## config.mk

```make
export PLATFORM = sky130hd
export DESIGN_NAME = pong_top
export DESIGN_NICKNAME = d
export VERILOG_FILES = /design/src/pong_pkg.sv /design/src/rect_raster.sv /design/src/paddle_motion.sv /design/src/ball_motion.sv /design/src/border_painter.sv /design/src/frame_sequencer.sv /design/src/pong_top.sv
export SDC_FILE = /design/constraint.sdc
export NUM_CORES = 1
export LEC_CHECK = 0
export CORE_MARGIN = 4
export CORE_UTILIZATION = 60
export CTS_CLUSTER_SIZE = 10
export DETAILED_ROUTE_END_ITERATION = 10
export DONT_BUFFER_PORTS = 1
export PLACE_DENSITY = 0.83
export SLEW_MARGIN = 20
export SYNTH_ARGS = -nofsm -noshare
export SYNTH_HDL_FRONTEND = slang
export SYNTH_SLANG_ARGS = --single-unit
```

## constraint.sdc

```tcl
create_clock -name clock -period 5.4 [get_ports clock]
set_input_delay 1.08 -clock clock [delete_from_list [all_inputs] [get_ports clock]]
set_output_delay 1.08 -clock clock [all_outputs]
set_load 0.02 [all_outputs]
```

## src/pong_pkg.sv

```systemverilog
package pong_pkg;

	// screen coordinate and 3-bit rgb pixel
	typedef logic [10:0] coord_t;
	typedef logic [2:0] colour_t;

	localparam coord_t SCREEN_W = 11'd320;
	localparam coord_t SCREEN_H = 11'd240;
	localparam coord_t BORDER_T = 11'd4;

	// object sizes in pixels
	localparam coord_t PADDLE_W = 11'd4;
	localparam coord_t PADDLE_H = 11'd20;
	localparam coord_t BALL_SIZE = 11'd8;

	// start positions are top left corners
	localparam coord_t P1_START_X = 11'd20;
	localparam coord_t P2_START_X = 11'd296;
	localparam coord_t PADDLE_START_Y = 11'd80;
	localparam coord_t BALL_START_X = 11'd160;
	localparam coord_t BALL_START_Y = 11'd120;

	// paddle corner keeps clear of the border strips
	localparam coord_t PADDLE_MIN = 11'd4;
	localparam coord_t PADDLE_MAX_X = 11'd296;
	localparam coord_t PADDLE_MAX_Y = 11'd216;

	localparam coord_t BALL_MIN = 11'd4;
	localparam coord_t BALL_MAX_X = 11'd308;
	localparam coord_t BALL_MAX_Y = 11'd228;

	localparam colour_t COLOUR_P1 = 3'b101;
	localparam colour_t COLOUR_P2 = 3'b010;
	localparam colour_t COLOUR_BALL = 3'b100;
	localparam colour_t COLOUR_BORDER = 3'b010;
	localparam colour_t COLOUR_BLACK = 3'b000;

	// cycles between drawing a frame and erasing it
	localparam int unsigned FRAME_WAIT = 200;

	typedef enum logic [3:0] {
		IDLE,
		DRAW_BORDER,
		DRAW_P1,
		DRAW_P2,
		DRAW_BALL,
		WAIT_FRAME,
		ERASE_P1,
		ERASE_P2,
		ERASE_BALL,
		UPDATE
	} game_state_t;

	typedef enum logic [2:0] {
		B_IDLE,
		B_TOP,
		B_BOTTOM,
		B_LEFT,
		B_RIGHT,
		B_DONE
	} border_state_t;

endpackage

```

## src/rect_raster.sv

```systemverilog
`timescale 1ns/10ps

module rect_raster (
	input  logic             clock,
	input  logic             reset_n,
	input  logic             clear,
	input  logic             enable,
	input  pong_pkg::coord_t origin_x,
	input  pong_pkg::coord_t origin_y,
	input  pong_pkg::coord_t width,
	input  pong_pkg::coord_t height,
	output pong_pkg::coord_t pixel_x,
	output pong_pkg::coord_t pixel_y,
	output logic             done
);

	// offsets from the origin
	pong_pkg::coord_t col;
	pong_pkg::coord_t row;
	logic last_col;
	logic last_row;

	assign last_col = (col == width - 11'd1);
	assign last_row = (row == height - 11'd1);

	// high with the last pixel of the rectangle
	assign done = enable & last_col & last_row;

	assign pixel_x = origin_x + col;
	assign pixel_y = origin_y + row;

	always_ff @(posedge clock) begin
		if (reset_n || clear) begin
			col <= '0;
			row <= '0;
		end else if (enable) begin
			if (last_col) begin
				col <= '0;
				// wrap to the origin after the bottom row
				if (last_row) begin
					row <= '0;
				end else begin
					row <= row + 11'd1;
				end
			end else begin
				col <= col + 11'd1;
			end
		end
	end

endmodule

```

## src/paddle_motion.sv

```systemverilog
`timescale 1ns/10ps

module paddle_motion (
	input  logic             clock,
	input  logic             reset_n,
	input  logic             clear,
	input  logic             update,
	input  pong_pkg::coord_t start_x,
	input  logic             up,
	input  logic             down,
	input  logic             left,
	input  logic             right,
	output pong_pkg::coord_t pos_x,
	output pong_pkg::coord_t pos_y
);

	logic step_up;
	logic step_down;
	logic step_left;
	logic step_right;

	// opposite buttons cancel, limits block the step
	assign step_up = up & ~down & (pos_y > pong_pkg::PADDLE_MIN);
	assign step_down = down & ~up & (pos_y < pong_pkg::PADDLE_MAX_Y);
	assign step_left = left & ~right & (pos_x > pong_pkg::PADDLE_MIN);
	assign step_right = right & ~left & (pos_x < pong_pkg::PADDLE_MAX_X);

	always_ff @(posedge clock) begin
		if (reset_n || clear) begin
			pos_x <= start_x;
			pos_y <= pong_pkg::PADDLE_START_Y;
		end else if (update) begin
			if (step_up) begin
				pos_y <= pos_y - 11'd1;
			end else if (step_down) begin
				pos_y <= pos_y + 11'd1;
			end
			if (step_left) begin
				pos_x <= pos_x - 11'd1;
			end else if (step_right) begin
				pos_x <= pos_x + 11'd1;
			end
		end
	end

endmodule

```

## src/ball_motion.sv

```systemverilog
`timescale 1ns/10ps

module ball_motion (
	input  logic             clock,
	input  logic             reset_n,
	input  logic             clear,
	input  logic             update,
	input  pong_pkg::coord_t p1_x,
	input  pong_pkg::coord_t p1_y,
	input  pong_pkg::coord_t p2_x,
	input  pong_pkg::coord_t p2_y,
	output pong_pkg::coord_t ball_x,
	output pong_pkg::coord_t ball_y
);

	logic go_right;
	logic go_down;
	logic go_right_next;
	logic go_down_next;
	logic hit_p1;
	logic hit_p2;

	// ball square against a paddle rectangle
	function automatic logic overlaps(
		input pong_pkg::coord_t bx,
		input pong_pkg::coord_t by,
		input pong_pkg::coord_t px,
		input pong_pkg::coord_t py
	);
		logic x_hit;
		logic y_hit;
		x_hit = (bx < px + pong_pkg::PADDLE_W) && (px < bx + pong_pkg::BALL_SIZE);
		y_hit = (by < py + pong_pkg::PADDLE_H) && (py < by + pong_pkg::BALL_SIZE);
		return x_hit & y_hit;
	endfunction

	assign hit_p1 = overlaps(ball_x, ball_y, p1_x, p1_y);
	assign hit_p2 = overlaps(ball_x, ball_y, p2_x, p2_y);

	always_comb begin
		go_right_next = go_right;
		go_down_next = go_down;
		// walls first, so a paddle hit at the wall still flips
		if (ball_x == pong_pkg::BALL_MIN) begin
			go_right_next = 1'b1;
		end else if (ball_x == pong_pkg::BALL_MAX_X) begin
			go_right_next = 1'b0;
		end
		if (ball_y == pong_pkg::BALL_MIN) begin
			go_down_next = 1'b1;
		end else if (ball_y == pong_pkg::BALL_MAX_Y) begin
			go_down_next = 1'b0;
		end
		if (hit_p1 || hit_p2) begin
			go_right_next = ~go_right_next;
		end
	end

	always_ff @(posedge clock) begin
		if (reset_n || clear) begin
			ball_x <= pong_pkg::BALL_START_X;
			ball_y <= pong_pkg::BALL_START_Y;
			// serve towards the right and up
			go_right <= 1'b1;
			go_down <= 1'b0;
		end else if (update) begin
			go_right <= go_right_next;
			go_down <= go_down_next;
			ball_x <= go_right_next ? ball_x + 11'd1 : ball_x - 11'd1;
			ball_y <= go_down_next ? ball_y + 11'd1 : ball_y - 11'd1;
		end
	end

endmodule

```

## src/border_painter.sv

```systemverilog
`timescale 1ns/10ps

module border_painter (
	input  logic             clock,
	input  logic             reset_n,
	input  logic             clear,
	input  logic             go,
	output pong_pkg::coord_t pixel_x,
	output pong_pkg::coord_t pixel_y,
	output logic             done
);

	pong_pkg::border_state_t state;
	pong_pkg::border_state_t state_next;
	pong_pkg::coord_t org_x;
	pong_pkg::coord_t org_y;
	pong_pkg::coord_t strip_w;
	pong_pkg::coord_t strip_h;
	logic strip_en;
	logic strip_done;

	// top strip starts in the go cycle, so no gap after go
	assign strip_en = (state == pong_pkg::B_IDLE) ? go :
		(state inside {pong_pkg::B_TOP, pong_pkg::B_BOTTOM, pong_pkg::B_LEFT,
		pong_pkg::B_RIGHT});

	assign done = (state == pong_pkg::B_DONE) | ((state == pong_pkg::B_RIGHT) & strip_done);

	always_comb begin
		org_x = '0;
		org_y = '0;
		strip_w = pong_pkg::SCREEN_W;
		strip_h = pong_pkg::BORDER_T;
		case (state)
			pong_pkg::B_BOTTOM: org_y = pong_pkg::SCREEN_H - pong_pkg::BORDER_T;
			pong_pkg::B_LEFT: begin
				strip_w = pong_pkg::BORDER_T;
				strip_h = pong_pkg::SCREEN_H;
			end
			pong_pkg::B_RIGHT: begin
				org_x = pong_pkg::SCREEN_W - pong_pkg::BORDER_T;
				strip_w = pong_pkg::BORDER_T;
				strip_h = pong_pkg::SCREEN_H;
			end
			default: ;
		endcase
	end

	always_comb begin
		state_next = state;
		case (state)
			pong_pkg::B_IDLE: if (go) state_next = pong_pkg::B_TOP;
			pong_pkg::B_TOP: if (strip_done) state_next = pong_pkg::B_BOTTOM;
			pong_pkg::B_BOTTOM: if (strip_done) state_next = pong_pkg::B_LEFT;
			pong_pkg::B_LEFT: if (strip_done) state_next = pong_pkg::B_RIGHT;
			pong_pkg::B_RIGHT: if (strip_done) state_next = pong_pkg::B_DONE;
			default: ;
		endcase
	end

	always_ff @(posedge clock) begin
		if (reset_n || clear) begin
			state <= pong_pkg::B_IDLE;
		end else begin
			state <= state_next;
		end
	end

	rect_raster u_strip (
		.clock    (clock),
		.reset_n  (reset_n),
		.clear    (clear),
		.enable   (strip_en),
		.origin_x (org_x),
		.origin_y (org_y),
		.width    (strip_w),
		.height   (strip_h),
		.pixel_x  (pixel_x),
		.pixel_y  (pixel_y),
		.done     (strip_done)
	);

endmodule

```

## src/frame_sequencer.sv

```systemverilog
`timescale 1ns/10ps

module frame_sequencer (
	input  logic              clock,
	input  logic              reset_n,
	input  logic              go,
	input  logic              border_done,
	input  logic              p1_done,
	input  logic              p2_done,
	input  logic              ball_done,
	output logic              border_go,
	output logic              p1_draw,
	output logic              p2_draw,
	output logic              ball_draw,
	output pong_pkg::colour_t draw_colour,
	output logic              update,
	output logic              object_clear
);

	pong_pkg::game_state_t state;
	pong_pkg::game_state_t state_next;
	logic [$clog2(pong_pkg::FRAME_WAIT)-1:0] wait_count;
	logic wait_over;

	assign wait_over = (wait_count == $bits(wait_count)'(pong_pkg::FRAME_WAIT - 1));

	always_comb begin
		state_next = state;
		case (state)
			pong_pkg::IDLE: if (go) state_next = pong_pkg::DRAW_BORDER;
			pong_pkg::DRAW_BORDER: if (border_done) state_next = pong_pkg::DRAW_P1;
			pong_pkg::DRAW_P1: if (p1_done) state_next = pong_pkg::DRAW_P2;
			pong_pkg::DRAW_P2: if (p2_done) state_next = pong_pkg::DRAW_BALL;
			pong_pkg::DRAW_BALL: if (ball_done) state_next = pong_pkg::WAIT_FRAME;
			pong_pkg::WAIT_FRAME: if (wait_over) state_next = pong_pkg::ERASE_P1;
			pong_pkg::ERASE_P1: if (p1_done) state_next = pong_pkg::ERASE_P2;
			pong_pkg::ERASE_P2: if (p2_done) state_next = pong_pkg::ERASE_BALL;
			pong_pkg::ERASE_BALL: if (ball_done) state_next = pong_pkg::UPDATE;
			pong_pkg::UPDATE: state_next = pong_pkg::DRAW_P1;
			default: state_next = pong_pkg::IDLE;
		endcase
	end

	always_ff @(posedge clock) begin
		if (reset_n) begin
			state <= pong_pkg::IDLE;
		end else begin
			state <= state_next;
		end
	end

	// counts only inside WAIT_FRAME, parked at zero elsewhere
	always_ff @(posedge clock) begin
		if (reset_n || state != pong_pkg::WAIT_FRAME) begin
			wait_count <= '0;
		end else begin
			wait_count <= wait_count + 1'b1;
		end
	end

	assign border_go = (state == pong_pkg::DRAW_BORDER);
	assign p1_draw = (state == pong_pkg::DRAW_P1) | (state == pong_pkg::ERASE_P1);
	assign p2_draw = (state == pong_pkg::DRAW_P2) | (state == pong_pkg::ERASE_P2);
	assign ball_draw = (state == pong_pkg::DRAW_BALL) | (state == pong_pkg::ERASE_BALL);
	assign update = (state == pong_pkg::UPDATE);
	assign object_clear = (state == pong_pkg::IDLE);

	// erase states fall through to black
	always_comb begin
		case (state)
			pong_pkg::DRAW_BORDER: draw_colour = pong_pkg::COLOUR_BORDER;
			pong_pkg::DRAW_P1: draw_colour = pong_pkg::COLOUR_P1;
			pong_pkg::DRAW_P2: draw_colour = pong_pkg::COLOUR_P2;
			pong_pkg::DRAW_BALL: draw_colour = pong_pkg::COLOUR_BALL;
			default: draw_colour = pong_pkg::COLOUR_BLACK;
		endcase
	end

endmodule

```

## src/pong_top.sv

```systemverilog
`timescale 1ns/10ps

module pong_top (
	input  logic              clock,
	input  logic              reset_n,
	input  logic              go,
	input  logic              p1_up,
	input  logic              p1_down,
	input  logic              p1_left,
	input  logic              p1_right,
	input  logic              p2_up,
	input  logic              p2_down,
	input  logic              p2_left,
	input  logic              p2_right,
	output pong_pkg::coord_t  x,
	output pong_pkg::coord_t  y,
	output pong_pkg::colour_t colour,
	output logic              write_en
);

	logic border_go, p1_draw, p2_draw, ball_draw;
	logic border_done, p1_done, p2_done, ball_done;
	logic update, object_clear;
	pong_pkg::colour_t draw_colour;
	pong_pkg::coord_t p1_x, p1_y, p2_x, p2_y, ball_x, ball_y;
	pong_pkg::coord_t border_px, border_py, p1_px, p1_py;
	pong_pkg::coord_t p2_px, p2_py, ball_px, ball_py;
	pong_pkg::coord_t sel_x, sel_y;
	pong_pkg::colour_t sel_colour;

	frame_sequencer u_seq (
		.clock(clock), .reset_n(reset_n), .go(go),
		.border_done(border_done), .p1_done(p1_done), .p2_done(p2_done),
		.ball_done(ball_done), .border_go(border_go), .p1_draw(p1_draw),
		.p2_draw(p2_draw), .ball_draw(ball_draw), .draw_colour(draw_colour),
		.update(update), .object_clear(object_clear)
	);

	border_painter u_border (
		.clock(clock), .reset_n(reset_n), .clear(object_clear), .go(border_go),
		.pixel_x(border_px), .pixel_y(border_py), .done(border_done)
	);

	paddle_motion u_p1_motion (
		.clock(clock), .reset_n(reset_n), .clear(object_clear), .update(update),
		.start_x(pong_pkg::P1_START_X), .up(p1_up), .down(p1_down),
		.left(p1_left), .right(p1_right), .pos_x(p1_x), .pos_y(p1_y)
	);

	paddle_motion u_p2_motion (
		.clock(clock), .reset_n(reset_n), .clear(object_clear), .update(update),
		.start_x(pong_pkg::P2_START_X), .up(p2_up), .down(p2_down),
		.left(p2_left), .right(p2_right), .pos_x(p2_x), .pos_y(p2_y)
	);

	ball_motion u_ball_motion (
		.clock(clock), .reset_n(reset_n), .clear(object_clear), .update(update),
		.p1_x(p1_x), .p1_y(p1_y), .p2_x(p2_x), .p2_y(p2_y),
		.ball_x(ball_x), .ball_y(ball_y)
	);

	rect_raster u_p1_raster (
		.clock(clock), .reset_n(reset_n), .clear(object_clear), .enable(p1_draw),
		.origin_x(p1_x), .origin_y(p1_y),
		.width(pong_pkg::PADDLE_W), .height(pong_pkg::PADDLE_H),
		.pixel_x(p1_px), .pixel_y(p1_py), .done(p1_done)
	);

	rect_raster u_p2_raster (
		.clock(clock), .reset_n(reset_n), .clear(object_clear), .enable(p2_draw),
		.origin_x(p2_x), .origin_y(p2_y),
		.width(pong_pkg::PADDLE_W), .height(pong_pkg::PADDLE_H),
		.pixel_x(p2_px), .pixel_y(p2_py), .done(p2_done)
	);

	rect_raster u_ball_raster (
		.clock(clock), .reset_n(reset_n), .clear(object_clear), .enable(ball_draw),
		.origin_x(ball_x), .origin_y(ball_y),
		.width(pong_pkg::BALL_SIZE), .height(pong_pkg::BALL_SIZE),
		.pixel_x(ball_px), .pixel_y(ball_py), .done(ball_done)
	);

	// only one strobe is high at a time
	always_comb begin
		sel_x = ball_px;
		sel_y = ball_py;
		sel_colour = draw_colour;
		if (border_go) begin
			sel_x = border_px;
			sel_y = border_py;
			sel_colour = pong_pkg::COLOUR_BORDER;
		end else if (p1_draw) begin
			sel_x = p1_px;
			sel_y = p1_py;
		end else if (p2_draw) begin
			sel_x = p2_px;
			sel_y = p2_py;
		end
	end

	// pixel leaves one cycle after the raster issues it
	always_ff @(posedge clock) begin
		x <= sel_x;
		y <= sel_y;
		colour <= sel_colour;
		if (reset_n) begin
			write_en <= 1'b0;
		end else begin
			write_en <= border_go | p1_draw | p2_draw | ball_draw;
		end
	end

endmodule

```

==> results.toml <==
[outcome]
status = "finished clean"

[routing]
num_vias = 15300
wl_per_cell_um = 18.5
antenna_left = 0
dr.pass1.iters = 6
drc = 0
drt-initial-drc-count = 1408
wl_um = 44100
vias_per_cell = 6.40

[synthesis]
synth_top_family_by_area = "simple AND/OR/NAND/NOR gates"
yosys_warnings = 0
syn_nets = 2311
ys.flop_type = "dfxtp_1"
synth_fa_ha_area_frac = 0.179
postSynth.asyncResetShare = 0
yosys.area_share.simple = 0.242
synth.area.mux_share = 0.0207
synth-edff-count = 0
ys_seq_area_frac = 0.240
ys_ff_latch = 197
syn_area_um2 = 16500
synth_compound_area_frac = 0.170
synth_xor_area_frac = 0.110
syn_avg_cell_area_um2 = 7.95
synth.distinct_cells = 83
syn_inst = 2072

[clock_tree]
clk-insertion-delay-late_ps = 460
cts_buffers = 17
clock-sinks = 197
cts_tree = "done"
clk_path_buf_depth = 2
root_buffer = "clkbuf_16"
path_clk_slew_ps = 90
cts_resized = 0
holdBufCountCts = 0
post_cts_buffers = 0
cts-htree-levels = 4

[worst_setup_path]
crit_slowest_cell = "dfxtp_1"
r2r_cells = 18
slowest_delay_ps = 710
crit_fanout = 15
worst_setup_path_end_kind = "flop"
reg2reg_slack_ps = 720
r2r-start = "u_ball_motion.ball_x[5]$_SDFFE_PP1P_"
start_kind = "flop"
r2r-end = "u_ball_motion.ball_x[8]$_SDFFE_PP0P_"
crit_chain = "nand3_1, nor2_1, nand4_1, xor2_1, ha_1, a22oi_1, o2111ai_1, a221oi_1, o2111ai_1, o21ai_0, o211ai_2, xnor2_1, ha_1, nor2_1, nand2_1, nor3_1, mux2i_1, mux2i_1"
required_ps = 5760
cp.arrival_ps = 5040
startpoint = "u_ball_motion.ball_x[5]$_SDFFE_PP1P_"
critPathKind = "reg2reg"
crit_path_end = "u_ball_motion.ball_x[8]$_SDFFE_PP0P_"

[sta]
min_period_ps = 4680
hold_viol_final = 0
grt_setup_unrepaired = "no"
fmax_ghz = 0.214
finalSetupViolations = 0
finalWorstSetupSlack_ps = 717
timing.hold.ws_ps = 483
fin_skew_ps = 20.9
maxSlewViolCount = 0
worstMarginPinSlew_ps = 1000
timing.slew.headroom = 0.332
fin_crit_sh = 0.867
fin_tns_setup_ps = 0

[floorplan]
core_um2 = 27000
start_util = 0.611
dieArea_um2 = 30200
num_io_pins = 37
num_rows = 60
fp.dieW_um = 174
fp.dieH_um = 174

[global_routing]
first_global_vias = 14600
grt_max_degree = 71
grt_overflow = 0
grt_first_pass_wirelength_um = 71800
antenna_found_initial = 2
track_usage = 0.284

[placement]
dp_slack_ps = 862
port_buffers = 0
gp_congestion = 0.952
dp_cells = 2350
place_hpwl_um = 32600

[layout]
finalNonFillerCells = 2382
nets = 2267
drive_gt1_frac = 0.0412
nFillCells = 2239
area_delta_synth_final_pct = 5.15
antenna_cells = 0

[min_path]
hp-class = "reg2reg"

[power]
p_leak_nw = 7.01
power_density_nw_per_um2 = 217
vdd_ir_drop_max_v = 0.000200

[run]
max_cap_violations = 0
## state kept, by name, indices dropped and copies added, names as in the netlist, 3 cells and up
| name | cells |
|---|---|
| u_ball_motion.ball_x | 11 |
| u_ball_motion.ball_y | 11 |
| u_ball_raster.col | 11 |
| u_ball_raster.row | 11 |
| u_border.u_strip.col | 11 |
| u_border.u_strip.row | 11 |
| u_p1_motion.pos_x | 11 |
| u_p1_motion.pos_y | 11 |
| u_p1_raster.col | 11 |
| u_p1_raster.row | 11 |
| u_p2_motion.pos_x | 11 |
| u_p2_motion.pos_y | 11 |
| u_p2_raster.col | 11 |
| u_p2_raster.row | 11 |
| x | 11 |
| y | 11 |
| u_seq.wait_count | 8 |
| u_seq.state | 4 |
| colour | 3 |
| u_border.state | 3 |
## metal layers
metal,up-vias,track usage,wire length [um]
li1,7357,-,-
met1,7226,0.350,18800
met2,522,0.489,20500
met3,145,0.0499,2680
met4,4,0.124,2010
met5,-,0,27
## cell type report
class                      count  area (um^2)  area share
clock inverter                14          181      0.0105
inverter                      82          308      0.0178
multi-input combinational   1713        11900       0.687
clock buffer                  18          429      0.0248
sequential                   197         3940       0.228
timing repair buffer          17          128     0.00737
tap                          341          427      0.0246
## logic make-up after synthesis
group           Yosys count
fa+ha+maj               228
flops                   197
simple gates            793
xor+xnor                206
mux                      34
compound gates          452
buf+inv                 162
## Yosys cell counts (11+ instances only)
cell type / n / area [um^2]
a21o_1: 25 / 188
inv_1: 82 / 308
nor3_1: 40 / 200
nand3b_1: 11 / 82.6
nor2b_1: 30 / 188
o211ai_1: 26 / 195
nor2_1: 201 / 754
nor4_1: 24 / 150
nand4_1: 50 / 313
ha_1: 215 / 2690
nand3_1: 80 / 400
xnor2_1: 89 / 780
nand2_1: 186 / 698
fa_1: 13 / 260
dfxtp_1: 197 / 3940
a211oi_1: 24 / 180
clkbuf_1: 56 / 210
nand2b_1: 26 / 163
a21oi_1: 166 / 831
buf_2: 11 / 55.1
or2_2: 14 / 87.6
and3_1: 25 / 156
xor2_1: 117 / 1020
a31oi_1: 25 / 156
or3_1: 40 / 250
o21ai_0: 98 / 490
and2_1: 19 / 119
mux2i_1: 33 / 330
## worst max-delay path, delay by kind of cell (launching register included)
| family | cells | cell delay, ps |
|---|---|---|
| AO/OA/AOI/OAI | 6 | 1380 |
| multiplexers | 2 | 260 |
| flip-flops | 1 | 710 |
| AND/OR/NAND/NOR | 6 | 1130 |
| XOR/XNOR | 2 | 520 |
| adder cells (fa/ha/maj) | 2 | 560 |
## through the flow
stage	instance area [um^2]	utilization	power, mW
6_report	17300	0.642	3.75
5_1_grt	17300	0.642	3.89
4_1_cts	17300	0.642	3.75
3_5_place_dp	16700	0.620	2.43
3_3_place_gp	16700	0.620	2.41
2_1_floorplan	16500	-	2.22
## report_power, final
group          internal (mW)  switching (mW)
registers               1.53           0.143
clock network          0.666           0.666
logic                  0.208           0.534
## worst min-delay path by stage
stage	startpoint	endpoint	depth (start not counted)
detailed placement	u_seq.wait_count[0]$_SDFF_PP0_	u_seq.wait_count[0]$_SDFF_PP0_	1
CTS	u_seq.wait_count[0]$_SDFF_PP0_	u_seq.wait_count[0]$_SDFF_PP0_	1
floorplan	u_seq.wait_count[0]$_SDFF_PP0_	u_seq.wait_count[0]$_SDFF_PP0_	1
global route	u_seq.wait_count[0]$_SDFF_PP0_	u_seq.wait_count[0]$_SDFF_PP0_	1
finish	u_seq.wait_count[0]$_SDFF_PP0_	u_seq.wait_count[0]$_SDFF_PP0_	1
global placement	u_seq.wait_count[0]$_SDFF_PP0_	u_seq.wait_count[0]$_SDFF_PP0_	1
## cell usage in the layout, fill, tap and decap left out, drive strengths merged, types with 6 or more instances in the layout
cell type / n
ha: 215
nor2: 202
dfxtp: 197
nand2: 188
a21oi: 166
xor2: 117
o21ai: 105
xnor2: 89
inv: 87
nand3: 80
nand4: 50
nor3: 41
or3: 40
mux2i: 33
nor2b: 30
o211ai: 27
nand2b: 26
a31oi: 25
and3: 25
a21o: 25
a211oi: 25
nor4: 24
and2: 22
clkbuf: 18
buf: 17
or2: 14
fa: 13
nand3b: 11
nor4b: 10
o2111ai: 9
o21a: 8
clkinv: 8
a22oi: 7
nor3b: 7
a41oi: 6
and4: 6
No activity file was read; power rests on OpenSTA's default activity.
